$ cat src/hw/log_num_pkg.sv
// Number format of the log-domain datapath.
// Logarithms are unsigned fixed point with INT_BITS integer bits and
// FRAC_BITS fractional bits. The combined value of two logarithms gets
// one extra bit of range and a sign bit.
package log_num_pkg;

  // Operand and result width
  localparam int OPERAND_W = 16;

  // Fractional bits carried by every logarithm
  localparam int FRAC_BITS = 8;

  // Integer bits of a single-operand logarithm cover the index 0 to 15
  localparam int INT_BITS = 4;

  typedef logic [OPERAND_W-1:0] operand_t;

  // The leading-one index sits above the mantissa
  typedef logic [INT_BITS+FRAC_BITS-1:0] log_t;

  // The sum of two log_t values needs one more bit and the difference needs a sign
  typedef logic signed [INT_BITS+FRAC_BITS+1:0] log_sum_t;

  // Table index and table contents of the log and antilog lookups
  typedef logic [FRAC_BITS-1:0] frac_t;

  // Shift amount handed to the antilog stage
  typedef logic [INT_BITS-1:0] exp_int_t;

endpackage
$ cat src/hw/log2_unit.sv
`timescale 1ns/100ps

// Pipelined log2 of an unsigned nonzero operand.
// The result is the leading-one index followed by a table-corrected
// mantissa built from the bits just below the leading one.
module log2_unit import log_num_pkg::*; (
  input  logic     clk,
  input  logic     rst,
  input  logic     valid_i,
  input  operand_t x,
  output log_t     log2,
  output logic     valid_o
);

  logic stage1_valid;
  logic stage2_valid;

  operand_t x_reg;

  logic [INT_BITS-1:0] lead_idx;
  logic [INT_BITS-1:0] lead_idx_reg;

  logic [OPERAND_W+FRAC_BITS-1:0] x_ext;

  frac_t lin_mant;
  frac_t lin_mant_reg;

  // Maps a linear mantissa m/256 to the fraction of log2(1 + m/256)
  frac_t mant_lut [2**FRAC_BITS];

  initial begin
    for (int i = 0; i < 2**FRAC_BITS; i++) begin
      mant_lut[i] = frac_t'($rtoi($ln(1.0 + real'(i) / 2.0**FRAC_BITS) / $ln(2.0)
                                  * 2.0**FRAC_BITS));
    end
  end

  always_ff @(posedge clk or posedge rst) begin
    if (rst) begin
      stage1_valid <= 1'b0;
      stage2_valid <= 1'b0;
      valid_o      <= 1'b0;
    end else begin
      stage1_valid <= valid_i;
      stage2_valid <= stage1_valid;
      valid_o      <= stage2_valid;
    end
  end

  // Operand, leading-one index with linear mantissa, and the final logarithm
  always_ff @(posedge clk) begin
    x_reg        <= x;
    lead_idx_reg <= lead_idx;
    lin_mant_reg <= lin_mant;
    log2         <= {lead_idx_reg, mant_lut[lin_mant_reg]};
  end

  // Priority encoder where the highest set bit wins
  always_comb begin
    lead_idx = '0;
    for (int i = 0; i < OPERAND_W; i++) begin
      if (x_reg[i]) begin
        lead_idx = INT_BITS'(i);
      end
    end
  end

  // Pad with zeros below the LSB so that short operands still yield a full
  // mantissa, then move the leading one up to bit FRAC_BITS
  assign x_ext    = {x_reg, {FRAC_BITS{1'b0}}} >> lead_idx;
  assign lin_mant = x_ext[FRAC_BITS-1:0];

  // The control block swaps zero operands for 1 before they get here
  nonzero_operand: assert property (
    @(posedge clk) disable iff (rst) valid_i |-> (x != '0)
  ) else $error("log2_unit got a zero operand");

endmodule

$ cat config.mk
export PLATFORM = sky130hd
export DESIGN_NAME = log2_unit
export DESIGN_NICKNAME = d
export VERILOG_FILES = /design/src/hw/log_num_pkg.sv /design/src/hw/log2_unit.sv
export SDC_FILE = /design/constraint.sdc
export NUM_CORES = 1
export LEC_CHECK = 0
export BUFFER_PORTS_ARGS = -buffer_cell sky130_fd_sc_hd__buf_2
export CAP_MARGIN = 20
export CORE_MARGIN = 4
export CORE_UTILIZATION = 60
export DETAILED_ROUTE_END_ITERATION = 12
export GPL_TIMING_DRIVEN = 1
export PLACE_DENSITY = 0.8
export SYNTH_ARGS = -nofsm -noshare
export SYNTH_HDL_FRONTEND = slang
export SYNTH_SLANG_ARGS = --single-unit
$ cat constraint.sdc
create_clock -name clk -period 3.65 [get_ports clk]
set_clock_uncertainty 0.1 [all_clocks]
set_input_delay 0.73 -clock clk [delete_from_list [all_inputs] [get_ports clk]]
set_output_delay 0.73 -clock clk [all_outputs]
set_load 0.01 [all_outputs]
======== Yosys cells after proc, flatten, opt, wreduce, memory -nomap -nowiden ========
Memory sizes are Yosys's and may differ from the RTL's. A register that Yosys moved wholly into a read port is not among the register bits.
Cells that the tools add are included.
word-level totals
  flip-flop bits (word level) ............. 43
  memory bits (read-only) ................. 2048
  input port bits ......................... 19
  output and inout bits ................... 13
  logic and storage cells ................. 24
  memories kept ........................... 1
cells by class
  shifts and indexed selects .............. 1
  multiplexer cells ....................... 15
memory list
  memory    words  width  rd ports  clocked after Yosys merged registers in  wr ports  RTL line         text
  mant_lut  256    8      1         1                                        0         log2_unit.sv:29  frac_t mant_lut [2**FRAC_BITS];
operator list
  operator        count
  $mux W4         14
  $shr A24 B4 Y8  1
  $mux W1         1

======== Logic depth before layout (Yosys ltp) ========
  word-level depth ........................ 16
  depth in mapped cells ................... 12
  mapped depth without buffers ............ 9

======== Worst setup path before layout ========
No wires, ideal clock.
  path kind ............................... register to register
  start ................................... reg lin_mant_reg[0]
  end ..................................... reg log2[1] (read register of mant_lut)
  setup time .............................. 0.147 ns
  arrival time ............................ 2.425 ns
  required time ........................... 3.403 ns
  setup slack ............................. 0.978 ns
  cell stages (with the launch flop) ...... 12
  path buffers ............................ 2
  period minus slack after synthesis ...... 2.672 ns
  cell sequence ........................... dfxtp_1 > clkbuf_1 > inv_1 > ha_1 > clkbuf_1 > nand2_1 > o21ai_0 > mux2_2 > mux2i_1 > nor2_1 > o311ai_0 > o311ai_0
RTL lines
  element                 RTL line         text
  from (decl)             log2_unit.sv:26  frac_t lin_mant_reg;
  from (signal assigned)  log2_unit.sv:54  lin_mant_reg <= lin_mant;
  to (decl)               log2_unit.sv:11  output log_t log2,

==> out/results.ini <==
[clocking]
clk_pin_slew_ps=90
cts_buffer_depth=2
clkSinkCount=43
hold_buffers=0
cts_buffers=5
cts_root_buf=clkbuf_8
cts_tree=done
clk_latency_ps=290
cts_resized=0
htreeDepth=2
post_cts_buffers=0

[critical_path]
path_depth=9
critPathMaxFanout=14
cpMostUsedCell=o311ai_0
cpPeakStageDelay_ps=650
end_kind=flop
critical_path.cell_chain=inv_1 -> ha_1 -> nand2_1 -> o21ai_0 -> mux2_2 -> mux2i_1 -> nor2_1 -> o311ai_0 -> o311ai_0
endpoint=log2[1]
r2r_cells=9
crit_type=reg -> reg
crit_slowest_cell=dfxtp_1
start_kind=flop
cp_data_arrival_time_ps=2990
startpoint=lin_mant_reg[0]
r2r-start=lin_mant_reg[0]
cp_top_family=compound AO/OA/AOI/OAI gates
critPathBufInv=1
reg2reg_to=log2[1]
ff2ff_setup_slack_ps=710
worstPathRequired_ps=3700

[finish]
fin_cells=553
mostFrequentLayoutCells=o21ai_0, nor2_1, a21oi_1, nand2_1, dfxtp_1
layout_commonest_cell=o21ai_0
fillers=488
num-nets-final=510
area_delta_synth_final_pct=4.86
drive_above_1_share_pct=14.8
antenna_cells=0
largest_reg_flops=16

[placement]
place.gp.congestion=0.944
dp_cells=545
hpwl_um=6630
port_buffers=31
place_ws_ps=858

[yosys]
async_flop_share_pct=6.98
yosys_register_bits=43
synthAdderAreaFrac_pct=4.16
synth_top_family_by_area=compound AO/OA/AOI/OAI gates
synthTopCellsByArea=dfxtp_1, o21ai_0, a21oi_1
syn_inst=480
synthSimpleGateAreaFrac_pct=17.6
synth_xor_area_share_pct=0.740
synth_compound_area_share_pct=39.3
yosysSeqAreaShare_pct=24.7
netlist_area_mm2=0.00355
syn-num-nets=510
synth_edf_count=0
yosysTopAreaCell=dfxtp_1
synthMuxAreaShare_pct=4.27
yosys_warnings=0
yosys.area.top_type_share_pct=22.6
synth_cell_type_count=73
synth-main-ff-cell=dfxtp_1
avgSynthCellArea_um2=7.40

[timing]
final-setup-viol-count=0
rsz0062_at_grt=false
maxSlewHeadroom_pct=48.3
drv_slew=0
tightestPinTransition_ps=775
finalCriticalPeriod_ps=2940
finalCritPeriodShare_pct=80.4
finalSetupTns_ps=0
setup_ws_ps=714
hold_viol_final=0
max_freq_ghz=0.341

[route]
drtPass1Iterations=5
wl_met1_um=3750
highest_layer=met4
routed_wl_um=9610
met3_length_um=819
routed-wl-met2_um=4670
wire_per_inst_um=17.4
drtAntennaViolNets=0
drc=0
via_per_inst=6.82
vias=3770
drt_iter0_drc=519

[die]
die_width_um=84.9
row_count=27
coreArea_mm2=0.00561
die_h_um=84.9
die-area_mm2=0.00721
floorplan.initialDensity_pct=63.3
io_pins=32

[power_and_ir_drop]
p_leak_nw=1.46
vdd_ir_drop_max_uv=305
p_per_area_mw_per_mm2=442

[outcome]
status=completed

[global_routing]
grt_pass1_vias=3478
track_usage_pct=26.6
overflow=0
antenna_found_initial=0
grt_max_degree=57
grt_pass1_wl_um=16000

[worst_hold_path]
hp-class=in -> async

[job]
maxCapViolCount=0

## cell usage after synthesis, types with 9 or more instances
master	number
clkbuf_1	20
nor3_1	9
nand2_1	44
a21oi_1	45
o21ai_0	54
buf_2	10
dfxtp_1	40
inv_1	24
ha_1	11
nor2_1	50
o211ai_1	20
## kinds of logic after synthesis
group	count (synthesis)
AO/OA/AOI/OAI	203
XOR/XNOR	3
adder cells (fa/ha/maj)	12
buffers and inverters	70
flip-flops	43
multiplexers	10
AND/OR/NAND/NOR	139
## per-layer routing
metal,global-route usage (%),up-vias
li1,-,1772
met1,32.2,1715
met2,45.0,234
met3,5.15,49
met4,12.9,0
met5,0,-
## through the flow
stage | instance area [um2] | total power, W | hold slack [ps] | utilization [%]
finish | 3720 | 0.00165 | 180 | 66.4
global route | 3720 | 0.00176 | 172 | 66.4
CTS | 3720 | 0.00164 | 172 | 66.4
detailed placement | 3610 | 0.00127 | 214 | 64.4
global placement | 3610 | 0.00126 | 210 | 64.4
floorplan | 3550 | 0.00111 | 210 | -
## worst min-delay path by stage
stage | start | to | slack, ps | cells past startpoint
floorplan | lead_idx_reg[2] | log2[10] | 210 | 0
global placement | lead_idx_reg[3] | log2[11] | 210 | 0
detailed placement | lead_idx_reg[2] | log2[10] | 210 | 0
CTS | rst | stage2_valid | 170 | 2
global route | rst | stage1_valid | 170 | 2
finish | rst | stage2_valid | 180 | 2
## final cells by class
class / count / area, um2 / area share [%]
Clock buffer: 6 / 72.6 / 1.95
Clock inverter: 2 / 37.5 / 1.01
Inverter: 25 / 93.8 / 2.52
Multi-Input combinational cell: 367 / 2340 / 63.0
Sequential cell: 43 / 876 / 23.5
Tap cell: 72 / 90.1 / 2.42
Timing Repair Buffer: 38 / 208 / 5.58
## where the power goes
part | switching, W | total, W | internal, W
Sequential | 0.0000564 | 0.000578 | 0.000521
Clock | 0.000163 | 0.000368 | 0.000204
Combinational | 0.000426 | 0.000701 | 0.000275
Note: power is estimated with default switching activity, not from simulation.
