**src/hw/log_op_pkg.sv**
```systemverilog
// Operation codes and the latency of each pipeline section
package log_op_pkg;

  typedef enum logic {
    OP_MUL = 1'b0,
    OP_DIV = 1'b1
  } op_t;

  // Cycles from valid_i to valid_o of each datapath block
  localparam int LOG2_LAT    = 3;
  localparam int COMBINE_LAT = 1;
  localparam int EXP2_LAT    = 2;

  // Depth of the sideband delay line in the control block
  localparam int DATA_LAT = LOG2_LAT + COMBINE_LAT + EXP2_LAT;

endpackage

```
**src/hw/log_num_pkg.sv**
```systemverilog
// Number format of the log-domain datapath.
// Logarithms are unsigned fixed point with INT_BITS integer bits and
// FRAC_BITS fractional bits. The combined value of two logarithms gets
// one extra bit of range and a sign bit.
package log_num_pkg;

  // Operand and result width
  localparam int OPERAND_W = 16;

  // Fractional bits carried by every logarithm
  localparam int FRAC_BITS = 8;

  // Integer bits of a single-operand logarithm cover the index 0 to 15
  localparam int INT_BITS = 4;

  typedef logic [OPERAND_W-1:0] operand_t;

  // The leading-one index sits above the mantissa
  typedef logic [INT_BITS+FRAC_BITS-1:0] log_t;

  // The sum of two log_t values needs one more bit and the difference needs a sign
  typedef logic signed [INT_BITS+FRAC_BITS+1:0] log_sum_t;

  // Table index and table contents of the log and antilog lookups
  typedef logic [FRAC_BITS-1:0] frac_t;

  // Shift amount handed to the antilog stage
  typedef logic [INT_BITS-1:0] exp_int_t;

endpackage
```
**src/hw/log_ctrl.sv**
```systemverilog
`timescale 1ns/100ps

// Request intake and result stage of the log-domain unit.
// Zero operands are replaced by 1 on the way in, and their original state
// rides a delay line next to the datapath so that the zero rules can be
// applied when the antilog value comes back.
module log_ctrl import log_num_pkg::*, log_op_pkg::*; (
  input  logic     clk,
  input  logic     rst,
  input  logic     start,
  input  op_t      op,
  input  operand_t a,
  input  operand_t b,
  output logic     log_valid,
  output operand_t x_a,
  output operand_t x_b,
  output op_t      op_aligned,
  input  logic     exp_valid,
  input  operand_t exp_value,
  input  logic     exp_sat,
  output operand_t result,
  output logic     result_valid,
  output logic     overflow,
  output logic     div_zero
);

  logic a_zero;
  logic b_zero;

  logic [DATA_LAT-1:0] start_dly;
  logic [DATA_LAT-1:0] a_zero_dly;
  logic [DATA_LAT-1:0] b_zero_dly;
  op_t                 op_dly [DATA_LAT];

  op_t  op_end;
  logic div_by_zero;
  logic any_zero;

  assign a_zero = (a == '0);
  assign b_zero = (b == '0);

  // log2(1) is exactly 0, which keeps the datapath well defined
  assign log_valid = start;
  assign x_a       = a_zero ? operand_t'(1) : a;
  assign x_b       = b_zero ? operand_t'(1) : b;

  always_ff @(posedge clk or posedge rst) begin
    if (rst) begin
      start_dly <= '0;
    end else begin
      start_dly <= {start_dly[DATA_LAT-2:0], start};
    end
  end

  always_ff @(posedge clk) begin
    a_zero_dly <= {a_zero_dly[DATA_LAT-2:0], a_zero};
    b_zero_dly <= {b_zero_dly[DATA_LAT-2:0], b_zero};
    op_dly[0]  <= op;
    for (int i = 1; i < DATA_LAT; i++) begin
      op_dly[i] <= op_dly[i-1];
    end
  end

  // Tap after LOG2_LAT stages lines the opcode up with both logarithms
  assign op_aligned = op_dly[LOG2_LAT-1];

  assign op_end      = op_dly[DATA_LAT-1];
  assign div_by_zero = (op_end == OP_DIV) && b_zero_dly[DATA_LAT-1];
  assign any_zero    = a_zero_dly[DATA_LAT-1] || b_zero_dly[DATA_LAT-1];

  always_ff @(posedge clk or posedge rst) begin
    if (rst) begin
      result_valid <= 1'b0;
      overflow     <= 1'b0;
      div_zero     <= 1'b0;
    end else begin
      result_valid <= exp_valid;
      div_zero     <= exp_valid && div_by_zero;
      overflow     <= exp_valid && !div_by_zero && !any_zero && exp_sat;
    end
  end

  // Division by zero wins over the other zero cases
  always_ff @(posedge clk) begin
    if (div_by_zero) begin
      result <= '1;
    end else if (any_zero) begin
      result <= '0;
    end else begin
      result <= exp_value;
    end
  end

  // The sideband must leave the delay line together with the antilog value
  sideband_aligned: assert property (
    @(posedge clk) disable iff (rst) exp_valid == start_dly[DATA_LAT-1]
  ) else $error("log_ctrl sideband out of step with the datapath");

endmodule

```
**config.mk**
```make
export PLATFORM = sky130hd
export DESIGN_NAME = log_ctrl
export DESIGN_NICKNAME = d
export VERILOG_FILES = /design/src/hw/log_op_pkg.sv /design/src/hw/log_num_pkg.sv /design/src/hw/log_ctrl.sv
export SDC_FILE = /design/constraint.sdc
export NUM_CORES = 1
export LEC_CHECK = 0
export BUFFER_PORTS_ARGS = -buffer_cell sky130_fd_sc_hd__buf_2
export CAP_MARGIN = 40
export CORE_MARGIN = 8
export CORE_UTILIZATION = 35
export DETAILED_ROUTE_END_ITERATION = 10
export GPL_TIMING_DRIVEN = 0
export PLACE_DENSITY = 0.78
export SETUP_SLACK_MARGIN = 0.1
export SLEW_MARGIN = 10
export SYNTH_ARGS = -nofsm -noshare
export SYNTH_HDL_FRONTEND = slang
export SYNTH_SLANG_ARGS = --single-unit
```
**constraint.sdc**
```tcl
create_clock -name clk -period 1.3 [get_ports clk]
set_input_delay 0.13 -clock clk [delete_from_list [all_inputs] [get_ports clk]]
set_output_delay 0.13 -clock clk [all_outputs]
set_load 0.02 [all_outputs]
```
---- Word level (Yosys, flattened, before mapping) ----
Memories as Yosys holds them, arrays and structs flattened.
Cells that the tools add are included.
word-level totals
  word-level logic and storage cells ...... 20
  input bits .............................. 54
  memories ................................ 1
  bits in writable memories ............... 6
  register bits ........................... 31
memory list
  name    depth  bits a word  rd ports  clocked after Yosys merged registers in  wr ports  RTL line        RTL
  op_dly  6      1            6         0                                        6         log_ctrl.sv:33  op_t op_dly [DATA_LAT];
operators by class
  mux-type cells .......................... 3
  reduce and logical (&&, ||, !) cells .... 10
operator list
  kind               number
  $mux 16            3
  $logic_not 16->1   2
  $logic_and 1x1->1  5
  $logic_not 1->1    2
  $logic_or 1x1->1   1

---- Logic depth before layout (Yosys ltp) ----
  word-level depth ........................ 5
  gate-level depth with buffers ........... 4

---- Least setup slack after synthesis ----
Ideal clock, no wire load.
  kind .................................... register to register
  start ................................... register b_zero_dly[5]
  end ..................................... register result[10]
  library setup time ...................... 114 ps
  cell stages (with the launch flop) ...... 5
  clock period less this slack ............ 921 ps
  required time ........................... 1,186 ps
  path buffers ............................ 2
  arrival ................................. 807 ps
  path slack .............................. 379 ps
  cells stage by stage .................... dfxtp_1 > and2_4 > buf_6 > buf_8 > a21o_1
on the way
  longest elaborated chain between the ends .. 2
RTL lines
  what                    RTL line        RTL
  start, declared         log_ctrl.sv:32  logic [DATA_LAT-1:0] b_zero_dly;
  start signal, assigned  log_ctrl.sv:57  b_zero_dly <= {b_zero_dly[DATA_LAT-2:0], b_zero};
  $logic_or 1x1->1        log_ctrl.sv:69  assign any_zero = a_zero_dly[DATA_LAT-1] || b_zero_dly[DATA_LAT-1];
  $mux 16                 log_ctrl.sv:87  end else if (any_zero) begin
  end signal, assigned    log_ctrl.sv:90  result <= exp_value;
  end, declared           log_ctrl.sv:21  output operand_t result,
Several ways; a longest one is shown, not always the timed one.
A chain may end at the register's enable or synchronous reset.

---- Worst setup path in the final report ----
  start ................................... input port a[0]
  end ..................................... output port x_a[0]
on the way
  longest elaborated chain between the ends .. 2
RTL lines
  what              RTL line        RTL
  start, declared   log_ctrl.sv:12  input operand_t a,
  $logic_not 16->1  log_ctrl.sv:39  assign a_zero = (a == '0);
  $mux 16 (*)       log_ctrl.sv:44  assign x_a = a_zero ? operand_t'(1) : a;
  end, declared     log_ctrl.sv:15  output operand_t x_a,
Mark *: on every way between the ends. The rest lies on a longest branch, timed or not.

==> out/results.tsv <==
metric	value	unit
outcome	finished, final reports clean	
syn_area_per_cell	11.2	um^2
layout cells sized above 1	0.515	
Slew HR	0.753	
CTS sink count	37	
routability cong.	0.800	
vias in the first global route	1331	
worst skew pair latency	0.32	ns
setup TNS	0	ns
busiest grt layer	met2	
max cap viols	0	
Seq/Total Area, Yosys	0.648	
Antenna Violating Nets Remaining	0	
final worst setup slack	0.145	ns
Die Area	5430	um^2
unrepaired setup endpoints after global routing	no	
fmax	866	MHz
row cnt	21	
Synth Area in Adders	0	
DR iter-0 viols	36	
cell chain of the critical path	buf_2, nor4_1, a41o_2, buf_2	
total iterations of the first detailed-routing run	4	
Largest stage delay, worst path	0.38	ns
Top Ports	107	
Final #Nets	289	
worst-path fanout max	2	
Arrival @ worst endpoint	1.03	ns
Hold Crit Class	input port to register	
Inserted Clock Buffers	5	
WP buf/inv	2	
Static Leak	1.07	nW
Distinct cells, synth	16	
Ys Warns	0	
met3 usage in global routing	0.102	
mux cell area share after synthesis	0	
Setup Skew	0.00370	ns
fin crit share	0.889	
Post-CTS Setup Bufs	0	
Die Wd	73.7	um
fin crit period	1.16	ns
Initial Utilization	0.358	
PD cells	1080	nW/um^2
Die Height	73.7	um
Final Hold Viols	0	
placeable core area	3260	um^2
Post-Synth Simple-Gate Area	0.0923	
GRT Residual Overflow	0	
main combinational cell family by area after synthesis	buffers and inverters	
met2 Use GR	0.283	
dpl ws	0.178	ns
Wirelength per Cell	14.1	um
Ant. Diodes	0	
Net Count, Synth	158	
GR Layer Usage met1	0.111	
H-tree level count	2	
Post-Synth XOR/XNOR Area	0	
clock tree root buffer cell	clkbuf_4	
post-route DRC violation count	0	
GRT Util Overall	0.146	
largest net degree at the start of global routing	11	
Slew Limit Fails	0	
initial antenna violation count	0	
Critical Path Start Type	input port	
final setup fails	0	
mapped cell area	1170	um^2
delay-heaviest family, CP	simple AND/OR/NAND/NOR gates	
post-synthesis compound-gate area fraction	0.121	
Clock transition at path regs	0.10	ns
Crit Path Category	input port to primary output	
vias per cell	4.28	
most frequent CP cell	buf_2	
wirelength, routed	3.96	mm
CTS tree	done	
area delta synth->final	71.6	%
first-pass GRT wire length	5.94	mm
detailed-route via count	1204	
Slowest cell on crit path	nor4_1	
crit path capture type	primary output	
Worst Path Required	1.17	ns
Clock Tree Buf Depth	2	
worst ir drop on vdd	531	uV
Yosys reg bits	37	
IO Port Bufs	105	
actual slew at the worst max-slew pin	0.367	ns
cells after synthesis	104	
-- repair_timing --
action | 4_1_cts | 5_1_grt
gates resized for setup | 0 | 1
hold endpoints to repair | 20 | 1
hold buffers | 18 | 1
endpoints found under the setup margin | 0 | 1
-- cell families after synthesis --
kind of cell | after synthesis
flops | 37
compound gates | 18
simple gates | 14
buf+inv | 35
-- registers in the layout (all words and copies together) (netlist names) --
register and cells:
overflow 1, a_zero_dly 6, op_dly 6, result 16
result_valid 1, b_zero_dly 6, div_zero 1
-- final cells by class --
class | instances | area (um^2)
plain buffers | 34 | 158
clock buffers | 7 | 55.1
fillers | 300 | 1260
inverters | 1 | 3.75
multi-input cells | 32 | 255
flip-flops and latches | 37 | 756
well taps | 46 | 57.6
repair buffers | 124 | 716
-- worst paths after layout --
kind,slack (ns),start,depth (start not counted),endpoint
min in group asynchronous,0.20,rst,3,result_valid$_DFF_PP0_
max in group asynchronous,0.98,rst,3,overflow$_DFF_PP0_
max,0.14,a[0],4,x_a[0]
max reg2reg,0.32,b_zero_dly[5]$_DFF_P_,4,result[10]$_SDFF_PP1_
min,0.05,exp_sat,2,overflow$_DFF_PP0_
min reg2reg,0.33,b_zero_dly[4]$_DFF_P_,0,b_zero_dly[5]$_DFF_P_
-- power breakdown --
group	switching (mW)	total [mW]	internal (mW)	leakage (nW)
clock	0.325	0.581	0.255	0.0314
sequential	0.0101	1.18	1.17	0.321
combinational	0.214	0.406	0.192	0.717
total	0.549	2.17	1.62	1.07
-- metrics by stage --
stage / hold WS (ns) / power [mW] / util / instances / cell area, um^2
CTS: 0.00332 / 2.19 / 0.609 / 280 / 1980
detailed placement: -0.00232 / 1.57 / 0.537 / 255 / 1750
finish: 0.0488 / 2.17 / 0.614 / 281 / 2000
floorplan: -0.116 / 1.38 / - / 104 / 1170
global route: 0.0433 / 2.30 / 0.614 / 281 / 2000
global placement: -0.00727 / 1.56 / 0.537 / 255 / 1750
-- layout by cell type, fill, tap and decap left out --
cell type        n
and4_1           2
buf_8            1
nor2_2           1
a21o_1          16
dlygate4sd3_1   19
a41o_1           1
inv_1            1
clkbuf_8         1
nor4_2           3
buf_6            2
dfxtp_1         34
clkbuf_4         5
buf_2          105
and2_4           1
buf_4            1
nor4_1           5
dfrtp_1          3
clkbuf_1        31
and3_1           2
a41o_2           1
-- routing by layer --
metal  routed length [um]  vias up
li1                     -      585
met1                 1310      530
met2                 2080       84
met3                  548        5
met4                   23        0
met5                    0        -
-- synth_stat cells --
cell | instances | area [um^2]
dfxtp_1 | 34 | 681
clkbuf_1 | 30 | 113
a21o_1 | 16 | 120
nor4_1 | 6 | 37.5
dfrtp_1 | 3 | 75.1
and3_1 | 2 | 12.5
and4_1 | 2 | 17.5
buf_6 | 2 | 22.5
nor4_2 | 2 | 25.0
a41o_1 | 1 | 10.0
a41o_2 | 1 | 11.3
and2_4 | 1 | 8.76
buf_4 | 1 | 7.51
buf_8 | 1 | 15.0
inv_1 | 1 | 3.75
nor2_2 | 1 | 6.26
Note: power is estimated with default switching activity, not from simulation.
